File: src/hw/gba_loader_macros.svh
// Loader widths and address map
// Download, ROM and BIOS address widths, ROM start offset
// Header title location and flash signature length
`ifndef GBA_LOADER_MACROS_SVH
`define GBA_LOADER_MACROS_SVH

// ========================================
// Address widths
// ========================================
`define GBA_DL_ADDR_W      27      // Host byte address
`define GBA_ROM_ADDR_W     26      // ROM memory halfword address
`define GBA_BIOS_ADDR_W    12      // BIOS memory word address

// ROM region start, halfword address (byte offset 786432)
`define GBA_ROM_START_HW   393216

// ========================================
// Cartridge header layout
// ========================================
`define GBA_TITLE_BASE     'hA0    // First title byte
`define GBA_TITLE_LEN      12      // Title bytes, zero padded

// "FLASH1M_V" marks a 1 Mbit flash save chip
`define GBA_FLASH_SIG_LEN  9

`endif
File: src/hw/gba_loader_pkg.sv
// Loader types
// Download kind enum, host write, BIOS write, ROM request and cart info structs
`default_nettype none

`include "gba_loader_macros.svh"

package gba_loader_pkg;

	// Transfer class, decoded from the file index
	typedef enum logic [1:0] {
		DL_NONE = 2'd0,
		DL_BIOS = 2'd1,   // Index 0
		DL_CART = 2'd2,   // Any other index
		DL_CODE = 2'd3    // Index all ones
	} dl_kind_e;

	// One host write, 16-bit data at a byte address
	typedef struct packed {
		logic [`GBA_DL_ADDR_W-1:0] addr;
		logic [15:0]               data;
		logic                      wr;
	} dl_word_t;

	typedef struct packed {
		logic [`GBA_BIOS_ADDR_W-1:0] addr;  // Word address
		logic [31:0]                 data;
		logic                        wr;
	} bios_wr_t;

	typedef struct packed {
		logic [`GBA_ROM_ADDR_W-1:0] addr;   // Halfword address
		logic [15:0]                data;
		logic                       req;
	} rom_req_t;

	// Cartridge properties seen by the core
	typedef struct packed {
		logic [1:0]                cart_type;
		logic                      force_turbo;
		logic                      flash_1m;
		logic                      sram_quirk;
		logic                      memory_remap_quirk;
		logic [`GBA_DL_ADDR_W-3:0] last_addr;   // Word address
	} cart_info_t;

endpackage

`default_nettype wire

File: src/hw/gba_cart_loader.sv
// Cartridge and BIOS loader top
// Decoder, BIOS packer, header scanner and ROM port
// Cart info bundle for the core
`timescale 1ns/1ps
`default_nettype none

`include "gba_loader_macros.svh"

module gba_cart_loader (
	input  logic                        clk_sys,
	input  logic                        reset,
	input  logic                        download,
	input  logic [7:0]                  index,
	input  gba_loader_pkg::dl_word_t    host_wr,
	input  logic                        rom_ack,
	output gba_loader_pkg::bios_wr_t    bios_wr,
	output gba_loader_pkg::rom_req_t    rom_req,
	output logic                        ioctl_wait,
	output gba_loader_pkg::cart_info_t  cart_info
);

	gba_loader_pkg::dl_kind_e  dl_kind;
	logic                      cart_start;
	logic [1:0]                cart_type;
	logic                      force_turbo;
	logic [`GBA_DL_ADDR_W-3:0] last_addr;
	logic                      flash_1m;
	logic                      sram_quirk;
	logic                      memory_remap_quirk;

	// ========================================
	// Blocks
	// ========================================
	download_decoder u_decoder (
		.clk_sys     (clk_sys),
		.reset       (reset),
		.download    (download),
		.index       (index),
		.host_wr     (host_wr),
		.dl_kind     (dl_kind),
		.cart_start  (cart_start),
		.cart_end    (),
		.cart_type   (cart_type),
		.force_turbo (force_turbo),
		.last_addr   (last_addr)
	);

	bios_word_packer u_bios (
		.clk_sys (clk_sys),
		.reset   (reset),
		.dl_kind (dl_kind),
		.host_wr (host_wr),
		.bios_wr (bios_wr)
	);

	cart_header_scan u_scan (
		.clk_sys            (clk_sys),
		.reset              (reset),
		.dl_kind            (dl_kind),
		.cart_start         (cart_start),
		.host_wr            (host_wr),
		.flash_1m           (flash_1m),
		.sram_quirk         (sram_quirk),
		.memory_remap_quirk (memory_remap_quirk)
	);

	rom_write_port u_rom (
		.clk_sys    (clk_sys),
		.reset      (reset),
		.dl_kind    (dl_kind),
		.host_wr    (host_wr),
		.rom_ack    (rom_ack),
		.rom_req    (rom_req),
		.ioctl_wait (ioctl_wait)
	);

	// Settled once the end pulse has captured last_addr
	assign cart_info = '{
		cart_type:          cart_type,
		force_turbo:        force_turbo,
		flash_1m:           flash_1m,
		sram_quirk:         sram_quirk,
		memory_remap_quirk: memory_remap_quirk,
		last_addr:          last_addr
	};

endmodule

`default_nettype wire

File: src/hw/rom_write_port.sv
// Cartridge ROM write port
// Relocates cart words into the ROM region of external memory
// Host wait level, one request in flight
`timescale 1ns/1ps
`default_nettype none

`include "gba_loader_macros.svh"

module rom_write_port (
	input  logic                      clk_sys,
	input  logic                      reset,
	input  gba_loader_pkg::dl_kind_e  dl_kind,
	input  gba_loader_pkg::dl_word_t  host_wr,
	input  logic                      rom_ack,
	output gba_loader_pkg::rom_req_t  rom_req,
	output logic                      ioctl_wait
);

	// Start of cart ROM, past WRAM and save areas
	localparam logic [`GBA_ROM_ADDR_W-1:0] rom_start_hw = `GBA_ROM_START_HW;

	logic                       cart_wr;
	logic [`GBA_ROM_ADDR_W-1:0] rom_addr;

	assign cart_wr  = (dl_kind == gba_loader_pkg::DL_CART) && host_wr.wr;
	assign rom_addr = host_wr.addr[`GBA_DL_ADDR_W-1:1] + rom_start_hw;   // Byte to halfword

	// Request goes out in the write cycle itself
	assign rom_req = '{addr: rom_addr, data: host_wr.data, req: cart_wr};

	// Wait level, holds the host off until memory has taken the word
	always_ff @(posedge clk_sys) begin
		if (reset) begin
			ioctl_wait <= 1'b0;
		end else if (dl_kind != gba_loader_pkg::DL_CART) begin
			ioctl_wait <= 1'b0;     // Never stall BIOS or code transfers
		end else if (rom_ack) begin
			ioctl_wait <= 1'b0;
		end else if (cart_wr) begin
			ioctl_wait <= 1'b1;
		end
	end

endmodule

`default_nettype wire

File: src/hw/cart_header_scan.sv
// Cartridge stream scanner
// Flash 1M signature search over a byte history
// Header title capture and the save-RAM and remap quirk table
`timescale 1ns/1ps
`default_nettype none

`include "gba_loader_macros.svh"

module cart_header_scan (
	input  logic                      clk_sys,
	input  logic                      reset,
	input  gba_loader_pkg::dl_kind_e  dl_kind,
	input  logic                      cart_start,
	input  gba_loader_pkg::dl_word_t  host_wr,
	output logic                      flash_1m,
	output logic                      sram_quirk,
	output logic                      memory_remap_quirk
);

	// ========================================
	// Constants
	// ========================================
	localparam int sig_w  = `GBA_FLASH_SIG_LEN * 8;
	localparam int hist_w = sig_w - 8;            // All but the newest byte
	localparam int title_w = `GBA_TITLE_LEN * 8;

	localparam logic [sig_w-1:0] flash_sig = "FLASH1M_V";

	localparam logic [`GBA_DL_ADDR_W-1:0] title_base = `GBA_TITLE_BASE;
	localparam logic [`GBA_DL_ADDR_W-1:0] title_end  = `GBA_TITLE_BASE + `GBA_TITLE_LEN;
	localparam logic [3:0] title_last = `GBA_TITLE_LEN - 2;   // Offset of final halfword

	// Quirk titles, first character in the top byte
	localparam logic [title_w-1:0] title_rocky = "ROCKY BOXING";
	localparam logic [title_w-1:0] title_dbz   = "DBZ TAIKETSU";
	localparam logic [title_w-1:0] title_mario = {"SUPER MARIO", 8'h00};
	localparam logic [title_w-1:0] title_zelda = {"ZELDA 1", 40'h00_0000_0000};

	logic                      cart_wr;
	logic [7:0]                lo_byte;        // Byte at the even address
	logic [7:0]                hi_byte;
	logic [hist_w-1:0]         sig_hist;       // Recent bytes, oldest at the top
	logic                      sig_lo_hit;
	logic                      sig_hi_hit;
	logic [title_w-1:0]        cart_id;        // Title bytes gathered so far
	logic [`GBA_DL_ADDR_W-1:0] title_off;
	logic [3:0]                title_sel;      // Byte slot of this halfword, from the bottom
	logic                      in_title;
	logic [title_w-1:0]        title_now;      // Full title incl. the current halfword
	logic                      match_sram;
	logic                      match_remap;

	assign cart_wr = (dl_kind == gba_loader_pkg::DL_CART) && host_wr.wr;
	assign lo_byte = host_wr.data[7:0];
	assign hi_byte = host_wr.data[15:8];

	// ========================================
	// Flash signature
	// ========================================
	// Signature may end on either byte lane
	assign sig_lo_hit = ({sig_hist, lo_byte} == flash_sig);
	assign sig_hi_hit = ({sig_hist[hist_w-9:0], lo_byte, hi_byte} == flash_sig);

	always_ff @(posedge clk_sys) begin
		if (cart_wr)
			sig_hist <= {sig_hist[hist_w-17:0], lo_byte, hi_byte};
	end

	// ========================================
	// Header title
	// ========================================
	assign title_off = host_wr.addr - title_base;
	assign in_title  = (host_wr.addr >= title_base) && (host_wr.addr < title_end);
	assign title_sel = title_last - title_off[3:0];

	always_ff @(posedge clk_sys) begin
		if (cart_wr && in_title)
			cart_id[{title_sel, 3'd0} +: 16] <= {lo_byte, hi_byte};
	end

	// Last halfword still on the bus, so join it in directly
	assign title_now = {cart_id[title_w-1:16], lo_byte, hi_byte};

	always_comb begin
		match_sram  = 1'b0;
		match_remap = 1'b0;
		if ((title_now == title_rocky) || (title_now == title_dbz))
			match_sram = 1'b1;
		if ((title_now == title_mario) || (title_now == title_zelda)) begin
			match_sram  = 1'b1;    // Classic NES series carts
			match_remap = 1'b1;
		end
	end

	// Flags clear at the start of each cart, sticky afterwards
	always_ff @(posedge clk_sys) begin
		if (reset) begin
			flash_1m           <= 1'b0;
			sram_quirk         <= 1'b0;
			memory_remap_quirk <= 1'b0;
		end else begin
			if (cart_start) begin
				flash_1m           <= 1'b0;
				sram_quirk         <= 1'b0;
				memory_remap_quirk <= 1'b0;
			end
			if (cart_wr) begin
				if (sig_lo_hit || sig_hi_hit) flash_1m <= 1'b1;
				if (in_title && (title_off[3:0] == title_last)) begin
					if (match_sram)  sram_quirk         <= 1'b1;
					if (match_remap) memory_remap_quirk <= 1'b1;
				end
			end
		end
	end

endmodule

`default_nettype wire

File: src/hw/bios_word_packer.sv
// BIOS halfword packer
// Joins halfword pairs of a BIOS download into 32-bit BIOS memory writes
`timescale 1ns/1ps
`default_nettype none

`include "gba_loader_macros.svh"

module bios_word_packer (
	input  logic                      clk_sys,
	input  logic                      reset,
	input  gba_loader_pkg::dl_kind_e  dl_kind,
	input  gba_loader_pkg::dl_word_t  host_wr,
	output gba_loader_pkg::bios_wr_t  bios_wr
);

	logic [15:0]                 low_half;     // Held until the odd halfword arrives
	logic [`GBA_BIOS_ADDR_W-1:0] word_addr;
	logic [31:0]                 word_data;
	logic                        word_wr;
	logic                        bios_hw_wr;

	assign bios_hw_wr = (dl_kind == gba_loader_pkg::DL_BIOS) && host_wr.wr;

	// Payload, loaded on each halfword
	always_ff @(posedge clk_sys) begin
		if (bios_hw_wr) begin
			if (!host_wr.addr[1]) begin
				low_half <= host_wr.data;               // Bits 15..0 of the word
			end else begin
				word_data <= {host_wr.data, low_half};  // Odd halfword completes it
				word_addr <= host_wr.addr[`GBA_BIOS_ADDR_W+1:2];
			end
		end
	end

	// One strobe per completed pair
	always_ff @(posedge clk_sys) begin
		if (reset) begin
			word_wr <= 1'b0;
		end else begin
			word_wr <= bios_hw_wr && host_wr.addr[1];
		end
	end

	assign bios_wr = '{addr: word_addr, data: word_data, wr: word_wr};

endmodule

`default_nettype wire

File: src/hw/download_decoder.sv
// Download classifier
// Registered download kind, cartridge start and end pulses
// Cartridge type, turbo flag and last written word address
`timescale 1ns/1ps
`default_nettype none

`include "gba_loader_macros.svh"

module download_decoder (
	input  logic                           clk_sys,
	input  logic                           reset,
	input  logic                           download,
	input  logic [7:0]                     index,
	input  gba_loader_pkg::dl_word_t       host_wr,
	output gba_loader_pkg::dl_kind_e       dl_kind,
	output logic                           cart_start,
	output logic                           cart_end,
	output logic [1:0]                     cart_type,
	output logic                           force_turbo,
	output logic [`GBA_DL_ADDR_W-3:0]      last_addr
);

	gba_loader_pkg::dl_kind_e kind_next;
	gba_loader_pkg::dl_kind_e kind_prev;          // Kind one cycle back
	logic [`GBA_DL_ADDR_W-3:0] last_wr_addr;      // Word address of latest cart write

	// Classify from the index while download is high
	always_comb begin
		if (!download) begin
			kind_next = gba_loader_pkg::DL_NONE;
		end else if (index == 8'h00) begin
			kind_next = gba_loader_pkg::DL_BIOS;
		end else if (&index) begin
			kind_next = gba_loader_pkg::DL_CODE;  // Cheat codes, not a cart
		end else begin
			kind_next = gba_loader_pkg::DL_CART;
		end
	end

	always_ff @(posedge clk_sys) begin
		if (reset) begin
			dl_kind   <= gba_loader_pkg::DL_NONE;
			kind_prev <= gba_loader_pkg::DL_NONE;
		end else begin
			dl_kind   <= kind_next;
			kind_prev <= dl_kind;
		end
	end

	// Edges of the cartridge phase
	assign cart_start = (dl_kind == gba_loader_pkg::DL_CART) &&
		(kind_prev != gba_loader_pkg::DL_CART);
	assign cart_end   = (kind_prev == gba_loader_pkg::DL_CART) &&
		(dl_kind != gba_loader_pkg::DL_CART);

	// Track the address of every cart write, the data bus moves on after the end
	always_ff @(posedge clk_sys) begin
		if ((dl_kind == gba_loader_pkg::DL_CART) && host_wr.wr)
			last_wr_addr <= host_wr.addr[`GBA_DL_ADDR_W-1:2];
	end

	always_ff @(posedge clk_sys) begin
		if (reset) begin
			cart_type <= 2'd0;
			last_addr <= '0;
		end else begin
			if (cart_start) cart_type <= index[7:6];   // Type bits from the file index
			if (cart_end)   last_addr <= last_wr_addr; // Max pak address for the core
		end
	end

	// Special cart types run the CPU at full turbo
	assign force_turbo = |cart_type;

endmodule

`default_nettype wire

File: config.mk
export PLATFORM = sky130hd
export DESIGN_NAME = gba_cart_loader
export DESIGN_NICKNAME = d
export VERILOG_FILES = /design/src/hw/gba_loader_pkg.sv /design/src/hw/gba_cart_loader.sv /design/src/hw/rom_write_port.sv /design/src/hw/cart_header_scan.sv /design/src/hw/bios_word_packer.sv /design/src/hw/download_decoder.sv
export VERILOG_INCLUDE_DIRS = /design/src /design/src/hw
export SDC_FILE = /design/constraint.sdc
export NUM_CORES = 1
export LEC_CHECK = 0
export BUFFER_PORTS_ARGS = -buffer_cell sky130_fd_sc_hd__buf_2
export CAP_MARGIN = 10
export CORE_ASPECT_RATIO = 1.1
export CORE_MARGIN = 3
export CORE_UTILIZATION = 38
export CTS_CLUSTER_DIAMETER = 30
export DETAILED_ROUTE_END_ITERATION = 6
export PLACE_DENSITY_LB_ADDON = 0.12
export REMOVE_ABC_BUFFERS = 1
export SYNTH_ARGS = -nofsm -noshare
export SYNTH_HDL_FRONTEND = slang
export SYNTH_SLANG_ARGS = --single-unit
export TNS_END_PERCENT = 100
File: constraint.sdc
create_clock -name clk_sys -period 4.1 [get_ports clk_sys]
set_input_delay 0.41 -clock clk_sys [delete_from_list [all_inputs] [get_ports clk_sys]]
set_output_delay 0.41 -clock clk_sys [all_outputs]
set_load 0.01 [all_outputs]
== Yosys cells after proc, flatten, opt, wreduce, memory -nomap -nowiden ==
Index checks and enable logic that the tools add are counted.
Word-level totals
  register bits after elaboration: 281
  logic and storage cells: 74
  input bits: 56
Operators by class
  add/sub/neg operators: 4
  reductions and logical operators: 19
  order comparisons: 2
  equality and inequality tests: 12
  mux-type cells: 17
  shifts and indexed selects: 2
  bitwise logic cells: 2
Operators with widths (count)
  == test 96 x 95 -> 1 bit, second input constant: 4
  == test 72 x 71 -> 1 bit, second input constant: 2
  bitwise mux 96 bit: 1
  variable shift 16 x 9 -> 96 bit, first input constant: 1
  indexed part select 16 x 9 -> 96 bit: 1
  greater-or-equal comparator 27 x 8 -> 1 bit, second input constant: 1
  < comparator 27 x 8 -> 1 bit, second input constant: 1
  adder 26 x 19 -> 26 bit, second input constant: 1
  2-to-1 mux 1 bit: 16
  negator 7 -> 9 bit: 1
  logical AND 1 bit: 8
  logical NOT 8 bit: 1
  AND reduction 8 bit: 1
  OR reduction 3 bit: 2
  == test 2 bit, second input constant: 2
  == test 4 bit, second input constant: 1
  != test 2 bit, second input constant: 2
  AND reduction 2 bit: 2
  OR reduction 2 bit: 2
  subtractor 4 x 1 -> 4 bit, second input constant: 1
  subtractor 4 bit, first input constant: 1
  logical OR 1 bit: 3
  == test 2 x 1 -> 1 bit, second input constant: 1
  NOT 1 bit: 2

== Logic depth before layout (Yosys ltp) ==
Gate-level depths: netlist (run 1).
  depth in word-level cells: 7
  gate-level depth with buffers: 10
  gate-level depth less buffers: 8

== Cells and area by module ==
From an unflattened synthesis (run 1), not the netlist that was laid out.
Second synthesis, totals
  cell total of the unflattened synthesis: 768
  area, all modules: 10761.6 µm²
Modules (own cells, without submodules)
  cart_header_scan: times used 1, cells an instance 469, seq. area each 4384.2 µm², area an instance 6372.4 µm²
  download_decoder: times used 1, cells an instance 171, seq. area each 1371.3 µm², area an instance 2060.7 µm²
  bios_word_packer: times used 1, cells an instance 65, seq. area each 1821.7 µm², area an instance 1860.5 µm²
  rom_write_port: times used 1, cells an instance 59, seq. area each 20.0 µm², area an instance 437.9 µm²
  gba_cart_loader: times used 1, cells an instance 4, seq. area each 0.0 µm², area an instance 30.0 µm²

== Worst setup path before layout (run 1) ==
No wires, ideal clock.
  path type: register to output
  from: reg u_decoder.dl_kind[1]
  to: out rom_req[0] in the netlist's numbering
  data required time: 3.690 ns
  arrival: 3.084 ns
  cell stages (with the launch flop): 4
  setup slack: 0.606 ns
  buffers on the path: 1
  path through: dfxtp_1 -> nor2b_1 -> and2_1 -> buf_4
Between the ends
  longest elaborated chain between the ends: 2
RTL lines
  start: declaration: line download_decoder.sv:15  | output gba_loader_pkg::dl_kind_e dl_kind,
  start signal: assignment: line download_decoder.sv:42  | dl_kind <= gba_loader_pkg::DL_NONE;
  start signal: assignment: line download_decoder.sv:45  | dl_kind <= kind_next;
  == test 2 bit: line rom_write_port.sv:25  | assign cart_wr = (dl_kind == gba_loader_pkg::DL_CART) && host_wr.wr;
  logical AND 1 bit: line rom_write_port.sv:25
  end: declaration: line gba_cart_loader.sv:17  | output gba_loader_pkg::rom_req_t rom_req,
No other way between the ends.

== Final worst setup path (run 1) ==
  from: in host_wr[17] in the netlist's numbering
  to: reg u_scan.cart_id[82] (enable)
Between the ends
  longest elaborated chain between the ends: 3
  elaborated cells between the ends (all ways): 4
  those cells by class: 2 x order compare; 2 x reduce/logical
RTL lines
  start: declaration: line gba_cart_loader.sv:14  | input gba_loader_pkg::dl_word_t host_wr,
  greater-or-equal comparator 27 x 8 -> 1 bit / < comparator 27 x 8 -> 1 bit (equally long branches): line cart_header_scan.sv:73  | assign in_title = (host_wr.addr >= title_base) && (host_wr.addr < title_end);
  logical AND 1 bit (*): line cart_header_scan.sv:73
  logical AND 1 bit (*): line cart_header_scan.sv:77  | if (cart_wr && in_title)
  end signal: indexed assignment: line cart_header_scan.sv:78  | cart_id[{title_sel, 3'd0} +: 16] <= {lo_byte, hi_byte};
  end: declaration: line cart_header_scan.sv:45  | logic [title_w-1:0] cart_id;
Every way passes the cells marked *; elsewhere a longest branch is shown, timed or not.
A chain may end at the register's enable or synchronous reset.

==> results of run 1 <==
==> synth_stat cells (all sizes together) <==
master,count
a21boi,2
a21o,1
a21oi,50
a22o,3
a22oi,17
a31oi,2
and2,3
and3,5
and4,1
and4b,4
buf,44
clkbuf,24
dfxtp,36
edfxtp,229
ha,6
inv,7
mux2i,9
nand2,92
nand2b,9
nand3,10
nand3b,3
nand4,24
nand4b,6
nand4bb,1
nor2,97
nor2b,11
nor3,12
nor3b,4
nor4,30
nor4b,13
nor4bb,8
o2111ai,1
o211ai,3
o21ai,4
o21bai,1
o31ai,2
or2,3
or3,1
or4,3
or4b,2
xnor2,9
xor2,2
==> cell type report <==
type / count / area, um2 / share of cell area (%)
Timing Repair Buffer: 192 / 1000 / 7.39
Clock inverter: 42 / 508 / 3.74
Clock buffer: 59 / 1390 / 10.2
Tap cell: 357 / 447 / 3.29
Sequential cell: 265 / 7600 / 56.0
Multi-Input combinational cell: 454 / 2600 / 19.2
Inverter: 7 / 26.3 / 0.194
==> power by group <==
group | switching, W | internal (W) | total, W
Clock | 0.00146 | 0.00297 | 0.00443
Sequential | 0.0000149 | 0.00297 | 0.00298
Combinational | 0.000281 | 0.000125 | 0.000406
==> cells by family (layout without fill, tap and decap cells) <==
family / count (synthesis) / in the layout / synth area share, %
buf+inv: 75 / 300 / 4.08
fa+ha+maj: 6 / 6 / 0.707
xor+xnor: 11 / 11 / 1.05
flops: 265 / 265 / 71.6
mux: 9 / 9 / 0.849
compound gates: 86 / 86 / 4.92
simple gates: 342 / 342 / 16.8
==> per-stage QoR <==
stage               power, W  util [%]
floorplan            0.00322         -
global placement     0.00344      42.9
detailed placement   0.00344      42.9
CTS                  0.00789      49.9
global route         0.00808      49.9
finish               0.00782      49.9
==> worst max-delay path, cell delays in order <==
cell and delay, ns:
buf_2 0.10, buf_4 0.38, ha_1 0.30, nor2b_1 0.18, o31ai_2 0.09, xnor2_2 0.71
nand4b_1 0.20, buf_4 0.22, nor2_1 0.49
==> sequential cells by signal, indices dropped and copies added, names as in the netlist <==
register / cells
u_decoder.cart_type: 2
u_scan.sram_quirk: 1
u_bios.word_data: 32
u_scan.sig_hist: 64
u_bios.low_half: 16
u_bios.word_wr: 1
u_decoder.dl_kind: 2
u_bios.word_addr: 12
u_scan.cart_id: 80
u_decoder.last_addr: 25
u_decoder.last_wr_addr: 25
u_decoder.kind_prev: 2
u_rom.ioctl_wait: 1
u_scan.memory_remap_quirk: 1
u_scan.flash_1m: 1
==> path summary, 6_finish.rpt <==
check,endpoint,depth (start not counted)
max,u_scan.cart_id[82]$_DFFE_PP_,9
min,u_rom.ioctl_wait$_SDFFE_PP0P_,2
max reg2reg,u_scan.cart_id[38]$_DFFE_PP_,5
min reg2reg,u_bios.word_data[5]$_DFFE_PP_,0
==> per-layer routing <==
| layer | part of all wire, % | wire length, um | track usage (%) | vias to the layer above |
|---|---|---|---|---|
| met5 | 0 | 0 | 0 | - |
| met4 | 3.0 | 867 | 7.02 | 0 |
| met3 | 7.3 | 2130 | 4.61 | 66 |
| met2 | 49 | 14100 | 30.7 | 267 |
| met1 | 41 | 11900 | 25.3 | 3468 |
| li1 | - | - | - | 3320 |
==> flow_summary.ini, run 1 <==
[outcome]
status = complete, no violations

[critical_path]
r2r_start = u_decoder.dl_kind[1]$_SDFF_PP0_
crit_start = host_wr[17]
r2r_slack_ns = 1.55
worst_ep_required_time_ns = 4.28
crit_path_start_kind = input port
critPathMaxFanout = 34
critPathArrivalTime_ns = 3.10
crit_path_end_kind = register
crit_type = input port to register

[timing]
drv_slew = 0
fmax_ghz = 0.343
worstMarginPinSlew_ns = 1.09
post-route-min-period_ns = 2.92
final_hold_viol_count = 0
setup_viol = 0
skew_ns = 0.0119
tns_ns = 0
whs_ns = 0.0237
fin_crit_sh_pct = 71.2
setup_slack_ns = 1.18
relSlewSlack_pct = 27.6
rsz0062_at_grt = no

[synth]
postSynthCellCount = 794
ys_warn_count = 0
syn-cell-area_um2 = 10600
yosysSeqAreaShare_pct = 71.6
yosysTopAreaCell = edfxtp_1
synth_top_area_share_pct = 64.8
ys_seq_elements = 265
synthTopCellsByArea = edfxtp_1 65%, dfxtp_1 6.8%, nor2_1 3.4%, nand2_1 3.3%, buf_4 2.8%
syn_area_per_cell_um2 = 13.4
ys_types = 53

[final_layout]
areaGrowthSynthToFinish_pct = 27.9
drive_above_1_share_pct = 29.6
finalNonFillerCells = 1376
most-common-layout-cells = 229 x edfxtp_1, 175 x buf_2, 97 x nor2_1, 92 x nand2_1, 54 x clkbuf_16
mostFrequentLayoutCell = edfxtp_1
n_fill_cell = 2452
diodes = 0
design_area_um2 = 13600
nets = 1036

[power_and_ir_drop]
ir_worst_vdd_mv = 0.333
p_leak_nw = 5.04
p_per_area_nw_per_um2 = 576

[clock_network]
clockBufferDepth = 3
clkTransAtPathRegs_ns = 0.05
clock-root-buffer = clkbuf_16
cts_hold_buf = 0
cts_tree = yes
cts_buffers = 54
clkSinkCount = 265
worstSkewPairLatency_ns = 0.55
post_cts_buffers = 0
cts_max_level = 2
cts_resized = 0

[min_path]
holdCritStartpoint = rom_ack
hp-class = input port to register

[floorplan]
rows = 63
boundaryPins = 176
die_area_um2 = 30000
die_w_um = 165
core_um2 = 27200
fp.dieH_um = 181
initial_core_util_pct = 39.0

[detailed_routing]
dr.first_iter.drc_count = 527
drc = 0
detail_route.wl_per_cell_um = 21.1
viasPerCell = 5.18
dr.pass1.iters = 7
wl_um = 29000
vias = 7121
ant_nets = 0

[global_route]
grt_pass1_vias = 7047
grt-ovfl-total = 0
antenna_found_initial = 0
grt_max_degree = 46
grt_pass1_wl_um = 43000
grt_use_total_pct = 19.1

[placement]
dp.cells = 1275
dp_slack_ns = 0.623
port_buffers = 175
post_dp_cell_area_um2 = 11700
gp_congestion = 0.853
hpwl_um = 19800

[job]
drv_cap = 0
Note: power is estimated with default switching activity, not from simulation.
==> run 2, diff against run 1 <==
clock period = 3 ns   (was 4.1 ns; I/O delays follow)
==> run 2 against run 1 <==
Net effect:
- utilization increased by 0.48 points
- sequential cell count unchanged
- via count is 0.93% higher
- register-to-register slack worse by 0.93 ns
- cell count grew 1.8%
- sequential power up 37%
- final area rose by 0.96%
- non-clock buffer count up 34
- count of clock-buffer cells in the layout fell by 2
- sequential share of layout area shrank 0.53 points
- critical path depth fell by 1
==> flow_summary.ini, run 2 (same netlist as run 1, synthesis figures left out) <==
[detailed_routing]
ant_nets = 0
dr.pass1.iters = 5
dr.first_iter.drc_count = 628
drc = 0
wl_um = 28300
detail_route.wl_per_cell_um = 20.2
vias = 7187
viasPerCell = 5.13

[power_and_ir_drop]
p_sw_w = 0.00222
comb_power_share_pct = 5.7
p_per_area_nw_per_um2 = 746
ir_worst_vdd_mv = 0.448
p_sw_share_pct = 21.8
p_leak_nw = 5.13
p_total_w = 0.0102
clock_power_share_pct = 54.4
seq_power_share_pct = 39.9
p_int_w = 0.00800

[global_route]
grt_use_total_pct = 18.8
antenna_found_initial = 0
grt_max_degree = 53
grt_pass1_wl_um = 42600
grt_pass1_vias = 7107
grt-ovfl-total = 0

[critical_path]
r2r_start = u_scan.cart_id[37]$_DFFE_PP_
cp-endpoint = u_scan.cart_id[68]$_DFFE_PP_
rr_worst_depth = 6
r2r_slack_ns = 0.62
r2r-end = u_scan.sram_quirk$_SDFF_PP0_
worst_ep_required_time_ns = 3.22
critPathMaxFanout = 10
crit_path_end_kind = register
crit_start = host_wr[26]
critPathArrivalTime_ns = 2.75
crit_path_start_kind = input port
crit_type = input port to register

[placement]
hpwl_um = 19600
gp_congestion = 0.820
dp.cells = 1292
post_dp_cell_area_um2 = 11800
port_buffers = 175

[clock_network]
clkSinkCount = 265
cts_buffers = 50
cts_tree = yes
post_cts_buffers = 0
clockBufferDepth = 3
worstSkewPairLatency_ns = 0.54
clock-root-buffer = clkbuf_16
cts_resized = 0
clkTransAtPathRegs_ns = 0.04
cts_max_level = 2

[timing]
skew_ns = 0.0184
rsz0062_at_grt = no
whs_ns = 0.0248
final_hold_viol_count = 0
worstMarginPinSlew_ns = 1.07
drv_slew = 0
relSlewSlack_pct = 28.4
setup_viol = 0
post-route-min-period_ns = 2.52
fmax_ghz = 0.396
fin_crit_sh_pct = 84.1

[job]
drv_cap = 0

[final_layout]
final_util_pct = 50.4
reg_top3 = u_scan.cart_id: 80 flops, u_scan.sig_hist: 64 flops, u_bios.word_data: 32 flops
finalNonFillerCells = 1401
design_area_um2 = 13700
nets = 1066
diodes = 0
largest-register = u_scan.cart_id
mostFrequentLayoutCell = edfxtp_1
most-common-layout-cells = 229 x edfxtp_1, 175 x buf_2, 97 x nor2_1, 92 x nand2_1, 51 x clkbuf_16
drive_above_1_share_pct = 29.2
largest_reg_flops = 80
areaGrowthSynthToFinish_pct = 29.1

[floorplan]
boundaryPins = 176
core_um2 = 27200
die_w_um = 165
die_area_um2 = 30000
initial_core_util_pct = 39.0
fp.dieH_um = 181
rows = 63

[min_path]
hp-class = input port to register

[outcome]
status = complete, no violations
==> run 2: how the worst min path moves through the flow <==
stage / start / endpoint / slack [ns] / cells past startpoint
after global routing: host_wr[43] / u_decoder.last_wr_addr[24]$_DFFE_PP_ / 0.01 / 1
after global placement: u_bios.low_half[15]$_DFFE_PP_ / u_bios.word_data[15]$_DFFE_PP_ / 0.40 / 0
after detailed placement: u_bios.low_half[14]$_DFFE_PP_ / u_bios.word_data[14]$_DFFE_PP_ / 0.40 / 0
final: download / u_decoder.dl_kind[0]$_SDFF_PP0_ / 0.02 / 3
after CTS: download / u_decoder.dl_kind[0]$_SDFF_PP0_ / 0.001 / 3
after floorplan: reset / u_decoder.last_addr[0]$_SDFFE_PP0P_ / 0.37 / 1
==> run 2: area by class of cell <==
cell class	count	area [um2]
clock inverters	35	397
well taps	357	447
multi-input cells	454	2600
flip-flops and latches	265	7600
clock buffers	57	1310
inverters	7	26.3
fillers	2409	13500
repair buffers	226	1330
==> run 2: worst max-delay path, cell delays in order <==
cell and delay [ns]:
dlygate4sd3_1 0.53, buf_2 0.14, nor4_1 0.39, nand4_1 0.15, or3_1 0.59, o21bai_1 0.26, nor3_1 0.18, buf_4 0.21
==> run 2: power groups by stage <==
stage / Sequential (W) / Clock, W / Combinational, W
floorplan: 0.00415 / 0 / 0.000246
global placement: 0.00415 / 0 / 0.000572
detailed placement: 0.00415 / 0 / 0.000571
CTS: 0.00408 / 0.00567 / 0.000589
global route: 0.00408 / 0.00586 / 0.000643
finish: 0.00408 / 0.00556 / 0.000585
==> run 2: timing repair <==
action	CTS	global route
endpoints found under the setup margin	0	0
endpoints found under the hold margin	27	0
hold buffers	17	0
==> run 2: layer usage <==
| layer | part of all wire, % | routed length [um] | GRT usage [%] |
|---|---|---|---|
| met4 | 2.6 | 745 | 5.82 |
| met5 | 0 | 0 | 0 |
| met1 | 43 | 12100 | 25.9 |
| met2 | 49 | 13800 | 30.1 |
| met3 | 6.1 | 1730 | 3.53 |
==> run 2: through the flow <==
step / setup TNS [ns] / worst slack, ns
6_report: 0 / 0.477
5_1_grt: 0 / 0.279
4_1_cts: 0 / 0.427
3_5_place_dp: 0 / 0.358
3_3_place_gp: 0 / 0.393
2_1_floorplan: -21.54 / -0.502
